===== src/hdl/idli_pkg.sv =====
package idli_pkg;

  // Width of one data slice processed per cycle.
  localparam int SLICE_W = 4;

  // Width of a full data word and of an instruction.
  localparam int DATA_W = 16;

  // Number of general purpose registers, including the zero register.
  localparam int NUM_REGS = 16;

  // Number of input and of output pins.
  localparam int NUM_PINS = 4;

  // Counter value of the final slice of an instruction.
  localparam int CTR_LAST = 3;

  // Basic data types.
  typedef logic [SLICE_W-1:0]  slice_t;
  typedef logic [DATA_W-1:0]   data_t;
  typedef logic [1:0]          ctr_t;
  typedef logic [3:0]          reg_t;
  typedef logic [NUM_PINS-1:0] io_pins_t;

  // Register zero reads as zero and discards writes.
  localparam reg_t REG_ZR = 4'd0;

  // Instruction opcodes as found in the top nibble of the encoding.
  typedef enum logic [3:0] {
    OP_NOP   = 4'h0,
    OP_ADD   = 4'h1,
    OP_SUB   = 4'h2,
    OP_AND   = 4'h3,
    OP_OR    = 4'h4,
    OP_XOR   = 4'h5,
    OP_ADDI  = 4'h6,
    OP_EQ    = 4'h7,
    OP_LT    = 4'h8,
    OP_LTU   = 4'h9,
    OP_INP   = 4'ha,
    OP_OUTP  = 4'hb,
    OP_GETP  = 4'hc,
    OP_GETPC = 4'hd,
    OP_JMP   = 4'he
  } op_t;

  // Operations carried out by the slice-serial ALU.
  typedef enum logic [2:0] {
    ALU_ADD,
    ALU_SUB,
    ALU_AND,
    ALU_OR,
    ALU_XOR
  } alu_op_t;

  // Raw instruction fields, most significant first.
  typedef struct packed {
    op_t  op;
    reg_t dst;
    reg_t lhs;
    reg_t rhs;
  } enc_t;

  // Decoded control signals shared by every block of the unit.
  typedef struct packed {
    logic       vld;
    op_t        op;
    alu_op_t    alu_op;
    reg_t       lhs;
    reg_t       rhs;
    reg_t       dst;
    logic       rhs_imm;
    logic       reg_wr;
    logic       pred_wr;
    logic [1:0] pin_idx;
  } dec_t;

  // ALU flags, valid on the final slice.
  typedef struct packed {
    logic z;
    logic n;
    logic c;
    logic v;
  } flags_t;

endpackage


===== src/hdl/idli_decode.sv =====
`timescale 1ns/1ps

// Instruction decoder. The encoding is captured on the last slice and then
// held steady for the four slices over which the instruction executes.
module idli_decode (
  input  var logic            i_de_gck,
  input  var logic            i_de_rst_n,
  input  var idli_pkg::ctr_t  i_de_ctr,
  input  var idli_pkg::enc_t  i_de_enc,
  input  var logic            i_de_enc_vld,
  output var idli_pkg::dec_t  o_de_dec
);

  import idli_pkg::*;

  // Captured encoding and whether it holds a real instruction.
  enc_t enc_q;
  logic vld_q;

  // The valid bit follows the encoding's valid flag on the last slice.
  always_ff @(posedge i_de_gck, negedge i_de_rst_n) begin
    if (!i_de_rst_n) begin
      vld_q <= 1'b0;
    end else if (i_de_ctr == ctr_t'(CTR_LAST)) begin
      vld_q <= i_de_enc_vld;
    end
  end

  // Without a valid instruction the encoding is replaced by a NOP.
  always_ff @(posedge i_de_gck) begin
    if (i_de_ctr == ctr_t'(CTR_LAST)) begin
      enc_q <= i_de_enc_vld ? i_de_enc : enc_t'('0);
    end
  end

  // Expand the opcode into control signals.
  // Write enables are qualified by the valid bit so nothing happens when idle.
  always_comb begin
    o_de_dec         = '0;
    o_de_dec.vld     = vld_q;
    o_de_dec.op      = enc_q.op;
    o_de_dec.lhs     = enc_q.lhs;
    o_de_dec.rhs     = enc_q.rhs;
    o_de_dec.dst     = enc_q.dst;
    o_de_dec.pin_idx = enc_q.rhs[1:0];
    o_de_dec.alu_op  = ALU_ADD;

    case (enc_q.op)
      OP_ADD:  o_de_dec.reg_wr = vld_q;
      OP_SUB: begin
        o_de_dec.alu_op = ALU_SUB;
        o_de_dec.reg_wr = vld_q;
      end
      OP_AND: begin
        o_de_dec.alu_op = ALU_AND;
        o_de_dec.reg_wr = vld_q;
      end
      OP_OR: begin
        o_de_dec.alu_op = ALU_OR;
        o_de_dec.reg_wr = vld_q;
      end
      OP_XOR: begin
        o_de_dec.alu_op = ALU_XOR;
        o_de_dec.reg_wr = vld_q;
      end
      OP_ADDI: begin
        o_de_dec.rhs_imm = 1'b1;
        o_de_dec.reg_wr  = vld_q;
      end
      // Comparisons subtract and keep only the flags.
      OP_EQ, OP_LT, OP_LTU: begin
        o_de_dec.alu_op  = ALU_SUB;
        o_de_dec.pred_wr = vld_q;
      end
      OP_INP:            o_de_dec.pred_wr = vld_q;
      OP_GETP, OP_GETPC: o_de_dec.reg_wr  = vld_q;
      default:           o_de_dec.reg_wr  = 1'b0;
    endcase
  end

endmodule


===== src/hdl/idli_rf.sv =====
`timescale 1ns/1ps

// Register file accessed one slice at a time.
module idli_rf (
  input  var logic              i_rf_gck,
  input  var idli_pkg::ctr_t    i_rf_ctr,
  input  var idli_pkg::reg_t    i_rf_lhs,
  input  var idli_pkg::reg_t    i_rf_rhs,
  input  var idli_pkg::reg_t    i_rf_dst,
  input  var logic              i_rf_dst_en,
  input  var idli_pkg::slice_t  i_rf_dst_data,
  output var idli_pkg::slice_t  o_rf_lhs_data,
  output var idli_pkg::slice_t  o_rf_rhs_data
);

  import idli_pkg::*;

  // Register storage. Entry zero is never written.
  data_t regs_q [NUM_REGS];

  // Bit offset of the slice selected by the counter.
  int unsigned base;

  always_comb base = int'(i_rf_ctr) * SLICE_W;

  // Reads are combinational, so a read sees the value from before this
  // cycle's write.
  always_comb begin
    o_rf_lhs_data = regs_q[i_rf_lhs][base +: SLICE_W];
    o_rf_rhs_data = regs_q[i_rf_rhs][base +: SLICE_W];

    // Register zero is hardwired to read as zero.
    if (i_rf_lhs == REG_ZR) o_rf_lhs_data = '0;
    if (i_rf_rhs == REG_ZR) o_rf_rhs_data = '0;
  end

  // Write the current slice of the destination at the end of the cycle.
  always_ff @(posedge i_rf_gck) begin
    if (i_rf_dst_en && i_rf_dst != REG_ZR) begin
      regs_q[i_rf_dst][base +: SLICE_W] <= i_rf_dst_data;
    end
  end

endmodule


===== src/hdl/idli_alu.sv =====
`timescale 1ns/1ps

// Slice-serial ALU. The carry and zero flag are chained between slices.
module idli_alu (
  input  var logic               i_alu_gck,
  input  var idli_pkg::ctr_t     i_alu_ctr,
  input  var idli_pkg::alu_op_t  i_alu_op,
  input  var idli_pkg::slice_t   i_alu_lhs,
  input  var idli_pkg::slice_t   i_alu_rhs,
  output var idli_pkg::slice_t   o_alu_out,
  output var idli_pkg::flags_t   o_alu_flags
);

  import idli_pkg::*;

  // Carry and running zero flag saved from the previous slice.
  logic carry_q;
  logic zero_q;

  // Carry in and out of the current slice.
  logic cin;
  logic cout;

  // Effective rhs, inverted for subtraction, and the wide adder result.
  slice_t           rhs_eff;
  logic [SLICE_W:0] sum;

  // The first slice starts a new chain. Subtraction is lhs + ~rhs + 1.
  always_comb begin
    rhs_eff = (i_alu_op == ALU_SUB) ? ~i_alu_rhs : i_alu_rhs;
    cin     = (i_alu_ctr == '0) ? (i_alu_op == ALU_SUB) : carry_q;
    sum     = {1'b0, i_alu_lhs} + {1'b0, rhs_eff} + {{SLICE_W{1'b0}}, cin};
  end

  // Logic operations forward the carry untouched.
  always_comb begin
    cout = cin;
    case (i_alu_op)
      ALU_AND: o_alu_out = i_alu_lhs & i_alu_rhs;
      ALU_OR:  o_alu_out = i_alu_lhs | i_alu_rhs;
      ALU_XOR: o_alu_out = i_alu_lhs ^ i_alu_rhs;
      default: begin
        o_alu_out = sum[SLICE_W-1:0];
        cout      = sum[SLICE_W];
      end
    endcase
  end

  // Zero spans all slices; the other flags only mean something on the last.
  always_comb begin
    o_alu_flags.z = ((i_alu_ctr == '0) || zero_q) && (o_alu_out == '0);
    o_alu_flags.n = o_alu_out[SLICE_W-1];
    o_alu_flags.c = cout;
    o_alu_flags.v = (i_alu_lhs[SLICE_W-1] == rhs_eff[SLICE_W-1])
                 && (o_alu_out[SLICE_W-1] != i_alu_lhs[SLICE_W-1]);
  end

  // Save chained state for the following slice.
  always_ff @(posedge i_alu_gck) begin
    carry_q <= cout;
    zero_q  <= o_alu_flags.z;
  end

endmodule


===== src/hdl/idli_pc.sv =====
`timescale 1ns/1ps

// Program counter, incremented or redirected one slice per cycle.
module idli_pc (
  input  var logic              i_pc_gck,
  input  var logic              i_pc_rst_n,
  input  var idli_pkg::ctr_t    i_pc_ctr,
  input  var logic              i_pc_vld,
  input  var logic              i_pc_redirect,
  input  var idli_pkg::slice_t  i_pc_data,
  output var idli_pkg::slice_t  o_pc
);

  import idli_pkg::*;

  // Full PC and the carry of the serial increment.
  data_t pc_q;
  logic  carry_q;

  // Increment of the current slice, with carry out in the top bit.
  logic [SLICE_W:0] inc;
  int unsigned      base;

  // Slice k is only replaced at the end of slice k, so the output shows the
  // address of the executing instruction throughout.
  always_comb begin
    base = int'(i_pc_ctr) * SLICE_W;
    o_pc = pc_q[base +: SLICE_W];
    inc  = {1'b0, o_pc} + {{SLICE_W{1'b0}}, (i_pc_ctr == '0) || carry_q};
  end

  always_ff @(posedge i_pc_gck, negedge i_pc_rst_n) begin
    if (!i_pc_rst_n) begin
      pc_q    <= '0;
      carry_q <= 1'b0;
    end else if (i_pc_vld) begin
      pc_q[base +: SLICE_W] <= i_pc_redirect ? i_pc_data : inc[SLICE_W-1:0];
      carry_q               <= inc[SLICE_W];
    end
  end

endmodule


===== src/hdl/idli_pins.sv =====
`timescale 1ns/1ps

// Input pin sampling and output pin register.
module idli_pins (
  input  var logic                i_pn_gck,
  input  var logic                i_pn_rst_n,
  input  var idli_pkg::io_pins_t  i_pn_pins,
  input  var logic [1:0]          i_pn_idx,
  input  var logic                i_pn_wr,
  input  var logic                i_pn_wr_bit,
  output var logic                o_pn_in_bit,
  output var idli_pkg::io_pins_t  o_pn_pins
);

  import idli_pkg::*;

  // Sampled inputs and driven outputs.
  io_pins_t in_q;
  io_pins_t out_q;

  // Inputs are flopped every cycle before being used.
  always_ff @(posedge i_pn_gck) begin
    in_q <= i_pn_pins;
  end

  always_comb o_pn_in_bit = in_q[i_pn_idx];

  // Only the indexed output pin changes on a write.
  always_ff @(posedge i_pn_gck, negedge i_pn_rst_n) begin
    if (!i_pn_rst_n) begin
      out_q <= '0;
    end else if (i_pn_wr) begin
      out_q[i_pn_idx] <= i_pn_wr_bit;
    end
  end

  always_comb o_pn_pins = out_q;

endmodule


===== src/hdl/idli_ex.sv =====
`timescale 1ns/1ps

// Execution unit of the nibble-serial processor.
module idli_ex (
  input  var logic                i_ex_gck,
  input  var logic                i_ex_rst_n,
  input  var idli_pkg::ctr_t      i_ex_ctr,
  input  var idli_pkg::enc_t      i_ex_enc,
  input  var logic                i_ex_enc_vld,
  input  var idli_pkg::io_pins_t  i_ex_io_pins,
  output var logic                o_ex_redirect,
  output var idli_pkg::slice_t    o_ex_data,
  output var idli_pkg::io_pins_t  o_ex_io_pins
);

  import idli_pkg::*;

  // Decoded instruction and slice position.
  dec_t dec;
  logic first;
  logic last;

  // Operand, result and write-back slices.
  slice_t lhs_data;
  slice_t rhs_data;
  slice_t alu_rhs;
  slice_t alu_out;
  slice_t pc;
  slice_t wr_data;
  flags_t flags;

  // Predicate register and pin signals.
  logic pred_q;
  logic pred_d;
  logic pin_in_bit;
  logic pin_wr;

  idli_decode decode_u (
    .i_de_gck(i_ex_gck), .i_de_rst_n(i_ex_rst_n), .i_de_ctr(i_ex_ctr),
    .i_de_enc(i_ex_enc), .i_de_enc_vld(i_ex_enc_vld), .o_de_dec(dec)
  );

  idli_rf rf_u (
    .i_rf_gck(i_ex_gck), .i_rf_ctr(i_ex_ctr), .i_rf_lhs(dec.lhs), .i_rf_rhs(dec.rhs),
    .i_rf_dst(dec.dst), .i_rf_dst_en(dec.reg_wr), .i_rf_dst_data(wr_data),
    .o_rf_lhs_data(lhs_data), .o_rf_rhs_data(rhs_data)
  );

  idli_alu alu_u (
    .i_alu_gck(i_ex_gck), .i_alu_ctr(i_ex_ctr), .i_alu_op(dec.alu_op),
    .i_alu_lhs(lhs_data), .i_alu_rhs(alu_rhs), .o_alu_out(alu_out), .o_alu_flags(flags)
  );

  // A jump target is taken straight from the lhs register.
  idli_pc pc_u (
    .i_pc_gck(i_ex_gck), .i_pc_rst_n(i_ex_rst_n), .i_pc_ctr(i_ex_ctr), .i_pc_vld(dec.vld),
    .i_pc_redirect(o_ex_redirect), .i_pc_data(lhs_data), .o_pc(pc)
  );

  idli_pins pins_u (
    .i_pn_gck(i_ex_gck), .i_pn_rst_n(i_ex_rst_n), .i_pn_pins(i_ex_io_pins),
    .i_pn_idx(dec.pin_idx), .i_pn_wr(pin_wr), .i_pn_wr_bit(lhs_data[0]),
    .o_pn_in_bit(pin_in_bit), .o_pn_pins(o_ex_io_pins)
  );

  always_comb first = (i_ex_ctr == '0);
  always_comb last  = (i_ex_ctr == ctr_t'(CTR_LAST));

  // The immediate is the rhs field, zero-extended to a full word.
  always_comb alu_rhs = dec.rhs_imm ? (first ? slice_t'(dec.rhs) : '0) : rhs_data;

  // GETP puts P in bit 0 of the destination.
  always_comb begin
    case (dec.op)
      OP_GETP:  wr_data = first ? slice_t'(pred_q) : '0;
      OP_GETPC: wr_data = pc;
      default:  wr_data = alu_out;
    endcase
  end

  // The comparison result is derived from the final slice's flags.
  always_comb begin
    case (dec.op)
      OP_EQ:   pred_d = flags.z;
      OP_LT:   pred_d = flags.n != flags.v;
      OP_LTU:  pred_d = !flags.c;
      OP_INP:  pred_d = pin_in_bit;
      default: pred_d = pred_q;
    endcase
  end

  always_ff @(posedge i_ex_gck, negedge i_ex_rst_n) begin
    if (!i_ex_rst_n) begin
      pred_q <= 1'b0;
    end else if (dec.pred_wr && last) begin
      pred_q <= pred_d;
    end
  end

  // Output pins are written once, on the first slice of OUTP.
  always_comb pin_wr = dec.vld && dec.op == OP_OUTP && first;

  // A jump presents its target slice by slice while redirecting.
  always_comb o_ex_redirect = dec.vld && dec.op == OP_JMP;
  always_comb o_ex_data     = o_ex_redirect ? lhs_data : '0;

endmodule


===== config.mk =====
export PLATFORM = sky130hd
export DESIGN_NAME = idli_ex
export DESIGN_NICKNAME = d
export VERILOG_FILES = /design/src/hdl/idli_pkg.sv /design/src/hdl/idli_decode.sv /design/src/hdl/idli_rf.sv /design/src/hdl/idli_alu.sv /design/src/hdl/idli_pc.sv /design/src/hdl/idli_pins.sv /design/src/hdl/idli_ex.sv
export SDC_FILE = /design/constraint.sdc
export NUM_CORES = 1
export LEC_CHECK = 0
export ABC_CLOCK_PERIOD_IN_PS = 6000
export BUFFER_PORTS_ARGS = -buffer_cell sky130_fd_sc_hd__buf_2
export CORE_MARGIN = 5
export CORE_UTILIZATION = 55
export CTS_BUF_LIST = sky130_fd_sc_hd__clkbuf_4 sky130_fd_sc_hd__clkbuf_8
export CTS_CLUSTER_DIAMETER = 60
export DETAILED_ROUTE_END_ITERATION = 12
export PLACE_DENSITY = 0.73
export RECOVER_POWER = 100
export SETUP_SLACK_MARGIN = 0.1
export SYNTH_ARGS = -nofsm -noshare
export SYNTH_HDL_FRONTEND = slang
export SYNTH_SLANG_ARGS = --single-unit
export TNS_END_PERCENT = 20

===== constraint.sdc =====
create_clock -name i_ex_gck -period 6 [get_ports i_ex_gck]
set_clock_uncertainty 0.2 [all_clocks]
set_input_delay 0.6 -clock i_ex_gck [delete_from_list [all_inputs] [get_ports i_ex_gck]]
set_output_delay 0.6 -clock i_ex_gck [all_outputs]
set_load 0.005 [all_outputs]

==> results by group <==
Status
  – Run status: completed

Floorplanning
  – Chip height: 177 µm
  – Row count: 61
  – Die X: 177 µm
  – Top Ports: 34
  – Initial core utilization: 55.5%
  – Die Area: 0.0314 mm²
  – Area of the core: 0.0277 mm²

Pwr
  – Sequential power share: about 48%
  – Max rail drop VDD: 0.162 mV
  – Net Sw Frac: between 20% and 30%
  – Total power draw: 0.00529 W
  – Clock power share: 37.4%
  – Total internal power: roughly 0.0039 W
  – Combinational Power Share: 15.1%
  – PD cells: 308 mW/mm²
  – Psw: 0.00140 W
  – Pleak: 5.86 nW

Global routing
  – Vias in the first global route: 9532
  – Remaining Overflow, GRT: 0
  – Largest net degree at the start of global routing: 41
  – Initial antenna violation count: 0
  – First-pass GRT wire length: 59800 µm
  – GRT Total Usage: 26.1%

Timing
  – Final setup fails: 0
  – Setup_tns: 0 ps
  – Final Hold Vio Count: 0
  – Slew margin rel.: 7.95%
  – Hold_ws: 95.9 ps
  – Post-route minimum period: 5570 ps
  – Final Cycle Share: 92.9%
  – Worst-Margin Slew: 1380 ps
  – Fin. max-slew vios: 0
  – Fmax: 0.179 GHz
  – RSZ-0062 raised after global routing: false
  – Final Worst Setup Slack: 428 ps

Finish
  – Final Util: 62.0%
  – Layout cells sized above 1: between 20% and 30%
  – Layout area overhead: 11.7%
  – Ant diodes: 0
  – Final nets: roughly 1100

Worst setup path
  – Crit path DAT: 5590 ps
  – Worst path max stage delay: about 900 ps
  – Buf/Inv on CP: 3
  – Slowest-stage cell, CP: dfxtp_4
  – WS Path Type: flip-flop to flip-flop
  – Crit path max-delay family: buffers and inverters
  – Nature of the critical path endpoint: flip-flop
  – CP cell instances: clkbuf_1 > mux4_2 > mux4_2 > a22o_1 > or2_4 > ha_1 > nand2b_1 > a32oi_1 > o22ai_1 > a22oi_1 > clkbuf_1 > nor2_1 > clkbuf_1
  – Most frequent CP cell: clkbuf_1
  – Setup crit start kind: flip-flop
  – Data required, critical path: 6020 ps
  – Worst-path fanout max: 40

Placed design
  – HPWL Detailed: 28400 µm
  – GP Congestion: 0.994
  – I/O Buffers: 33
  – Place WS: 497 ps

Synth
  – #FFs+latches synth: 309
  – Synthesis Warnings: 0
  – Ys async rst share: ~7.4%
  – Post-synth cell types: 63
  – Gate Count Post-Synth: just under 1000
  – Share of the yosys chip area belonging to registers: 58.7%
  – Syn Std Cell Area: roughly 0.015 mm²
  – Number of synthesized flops with an enable pin: about 270
  – Synthesized area per cell: around 16 µm²
  – Most common flop cell mapped by yosys: edfxtp_1

Clocking
  – Post-CTS resize count: 0
  – Number of setup buffers added after CTS: 0
  – CTS H-tree depth: 2
  – Clock Pin Slew Worst Setup and Hold Paths: 60 ps
  – Clock latency at the later pin of the worst-skew pair: 600 ps
  – Maximum clock path buffer count: 3
  – Root buf cell: clkbuf_8
  – TritonCTS clock tree: yes
  – Number of CTS-inserted buffers: 52
  – Hold_buf cts: 5
  – CTS Sinks: 309

Routing
  – Antenna viol nets, final: 0
  – DRT Wirelength: roughly 40000 µm
  – Routed length per instance: between 20 and 30 µm
  – Pre-Repair DR Iteration Count: 5
  – Initial DRC Count: 1431
  – DRC: 0
  – Vias per cell: between 6 and 7
  – Vias: 9580

Job
  – Max cap viols: 0

Min path
  – Worst min-delay path class: input pin to flip-flop
## layout by cell type, fill, tap and decap left out, types with 11 or more instances in the layout
master      n
buf_4      12
o22ai_1    23
nand3_1    11
nand2b_1   14
and2_0     12
ha_1       18
clkbuf_8   53
clkbuf_1   15
buf_2      26
edfxtp_1  272
a21oi_1    18
mux2i_1    44
clkinv_2   15
conb_1     16
inv_1      13
nor2_1    115
dfrtp_1    23
mux4_2    141
nand2_1    47
o21ai_0    14
## layout make-up
type / count / area (µm²)
Sequential cell: 309 / 9040
Multi-Input combinational cell: 603 / 6050
Clock buffer: 63 / 805
Fill cell: 2046 / 10500
Inverter: 14 / 52.6
Tap cell: 378 / 473
Clock inverter: 33 / 298
Timing Repair Buffer: 67 / 462
## worst reg2reg max path, stage by stage, from the launching register on
cell and delay (ps):
dfxtp_4 900, clkbuf_1 500, mux4_2 590, mux4_2 530, a22o_1 270, or2_4 300
ha_1 270, nand2b_1 140, a32oi_1 270, o22ai_1 130, a22oi_1 210, clkbuf_1 520
nor2_1 80, clkbuf_1 320
## Yosys cell counts, drive strengths merged, types with 12 or more instances
master | n | area, µm²
edfxtp | 272 | 8170
mux2i | 44 | 440
and2 | 20 | 125
dfrtp | 23 | 576
nor2 | 115 | 434
clkbuf | 31 | 116
nand2 | 47 | 176
o22ai | 23 | 144
nand2b | 14 | 87.6
ha | 18 | 225
mux4 | 141 | 3180
buf | 30 | 178
mux2 | 12 | 135
inv | 14 | 52.6
o21ai | 22 | 110
a21oi | 18 | 90.1
dfxtp | 14 | 280
## power by group through the flow
stage	Combinational, W	Clock, W	Sequential (W)
finish	0.000797	0.00198	0.00252
global route	0.000846	0.00212	0.00252
CTS	0.000798	0.00201	0.00251
detailed placement	0.000792	0	0.00256
global placement	0.000783	0	0.00256
floorplan	0.000578	0	0.00249
## final timing paths
path                       cells past startpoint                    to     startpoint  slack, ps
min in group asynchronous                      2   pins_u.o_pn_pins[3]     i_ex_rst_n        670
max reg2reg                                   13     rf_u.regs_q[4][6]      flip-flop        430
max in group asynchronous                      2          pc_u.pc_q[1]     i_ex_rst_n       4120
max                                           13     rf_u.regs_q[4][6]      flip-flop        430
min reg2reg                                    2         pc_u.pc_q[13]  pc_u.pc_q[13]        280
min                                            2  decode_u.o_de_dec[6]    i_ex_enc[9]        100
## state kept, by name (all words and copies together) (netlist names), named ones only
| signal | flops |
|---|---|
| pred_q | 1 |
| pc_u.carry_q | 1 |
| rf_u.regs_q | 256 |
| decode_u.o_de_dec | 16 |
| alu_u.carry_q | 1 |
| pc_u.pc_q | 16 |
| alu_u.zero_q | 1 |
| decode_u.vld_q | 1 |
| pins_u.in_q | 4 |
| pins_u.o_pn_pins | 4 |
## kinds of logic after synthesis
family	after synthesis	share of synthesized area (%)
muxes	197	24.4
adders and majority gates	20	1.72
and+or+nand+nor	248	7.49
buffers and inverters	75	2.25
DFF	309	58.7
xor gates and xnor gates	5	0.285
other	1	0.0244
AOI/OAI and AO/OA	117	5.17
## metal layers
layer	up-vias	share of wire, %	GRT usage, %
met4	0	3.9	9.54
met2	576	48	42.3
met5	-	0	0
li1	4056	-	-
met3	107	9.8	6.41
met1	4841	38	34.7
## through the flow
| stage | area, µm² | std cells |
|---|---|---|
| 3_3_place_gp | 16100 | 1366 |
| 4_1_cts | 17200 | 1467 |
| 2_1_floorplan | 15400 | 987 |
| 3_5_place_dp | 16100 | 1366 |
| 6_report | 17200 | 1467 |
| 5_1_grt | 17200 | 1467 |
Power figures use the tool's default switching activity.
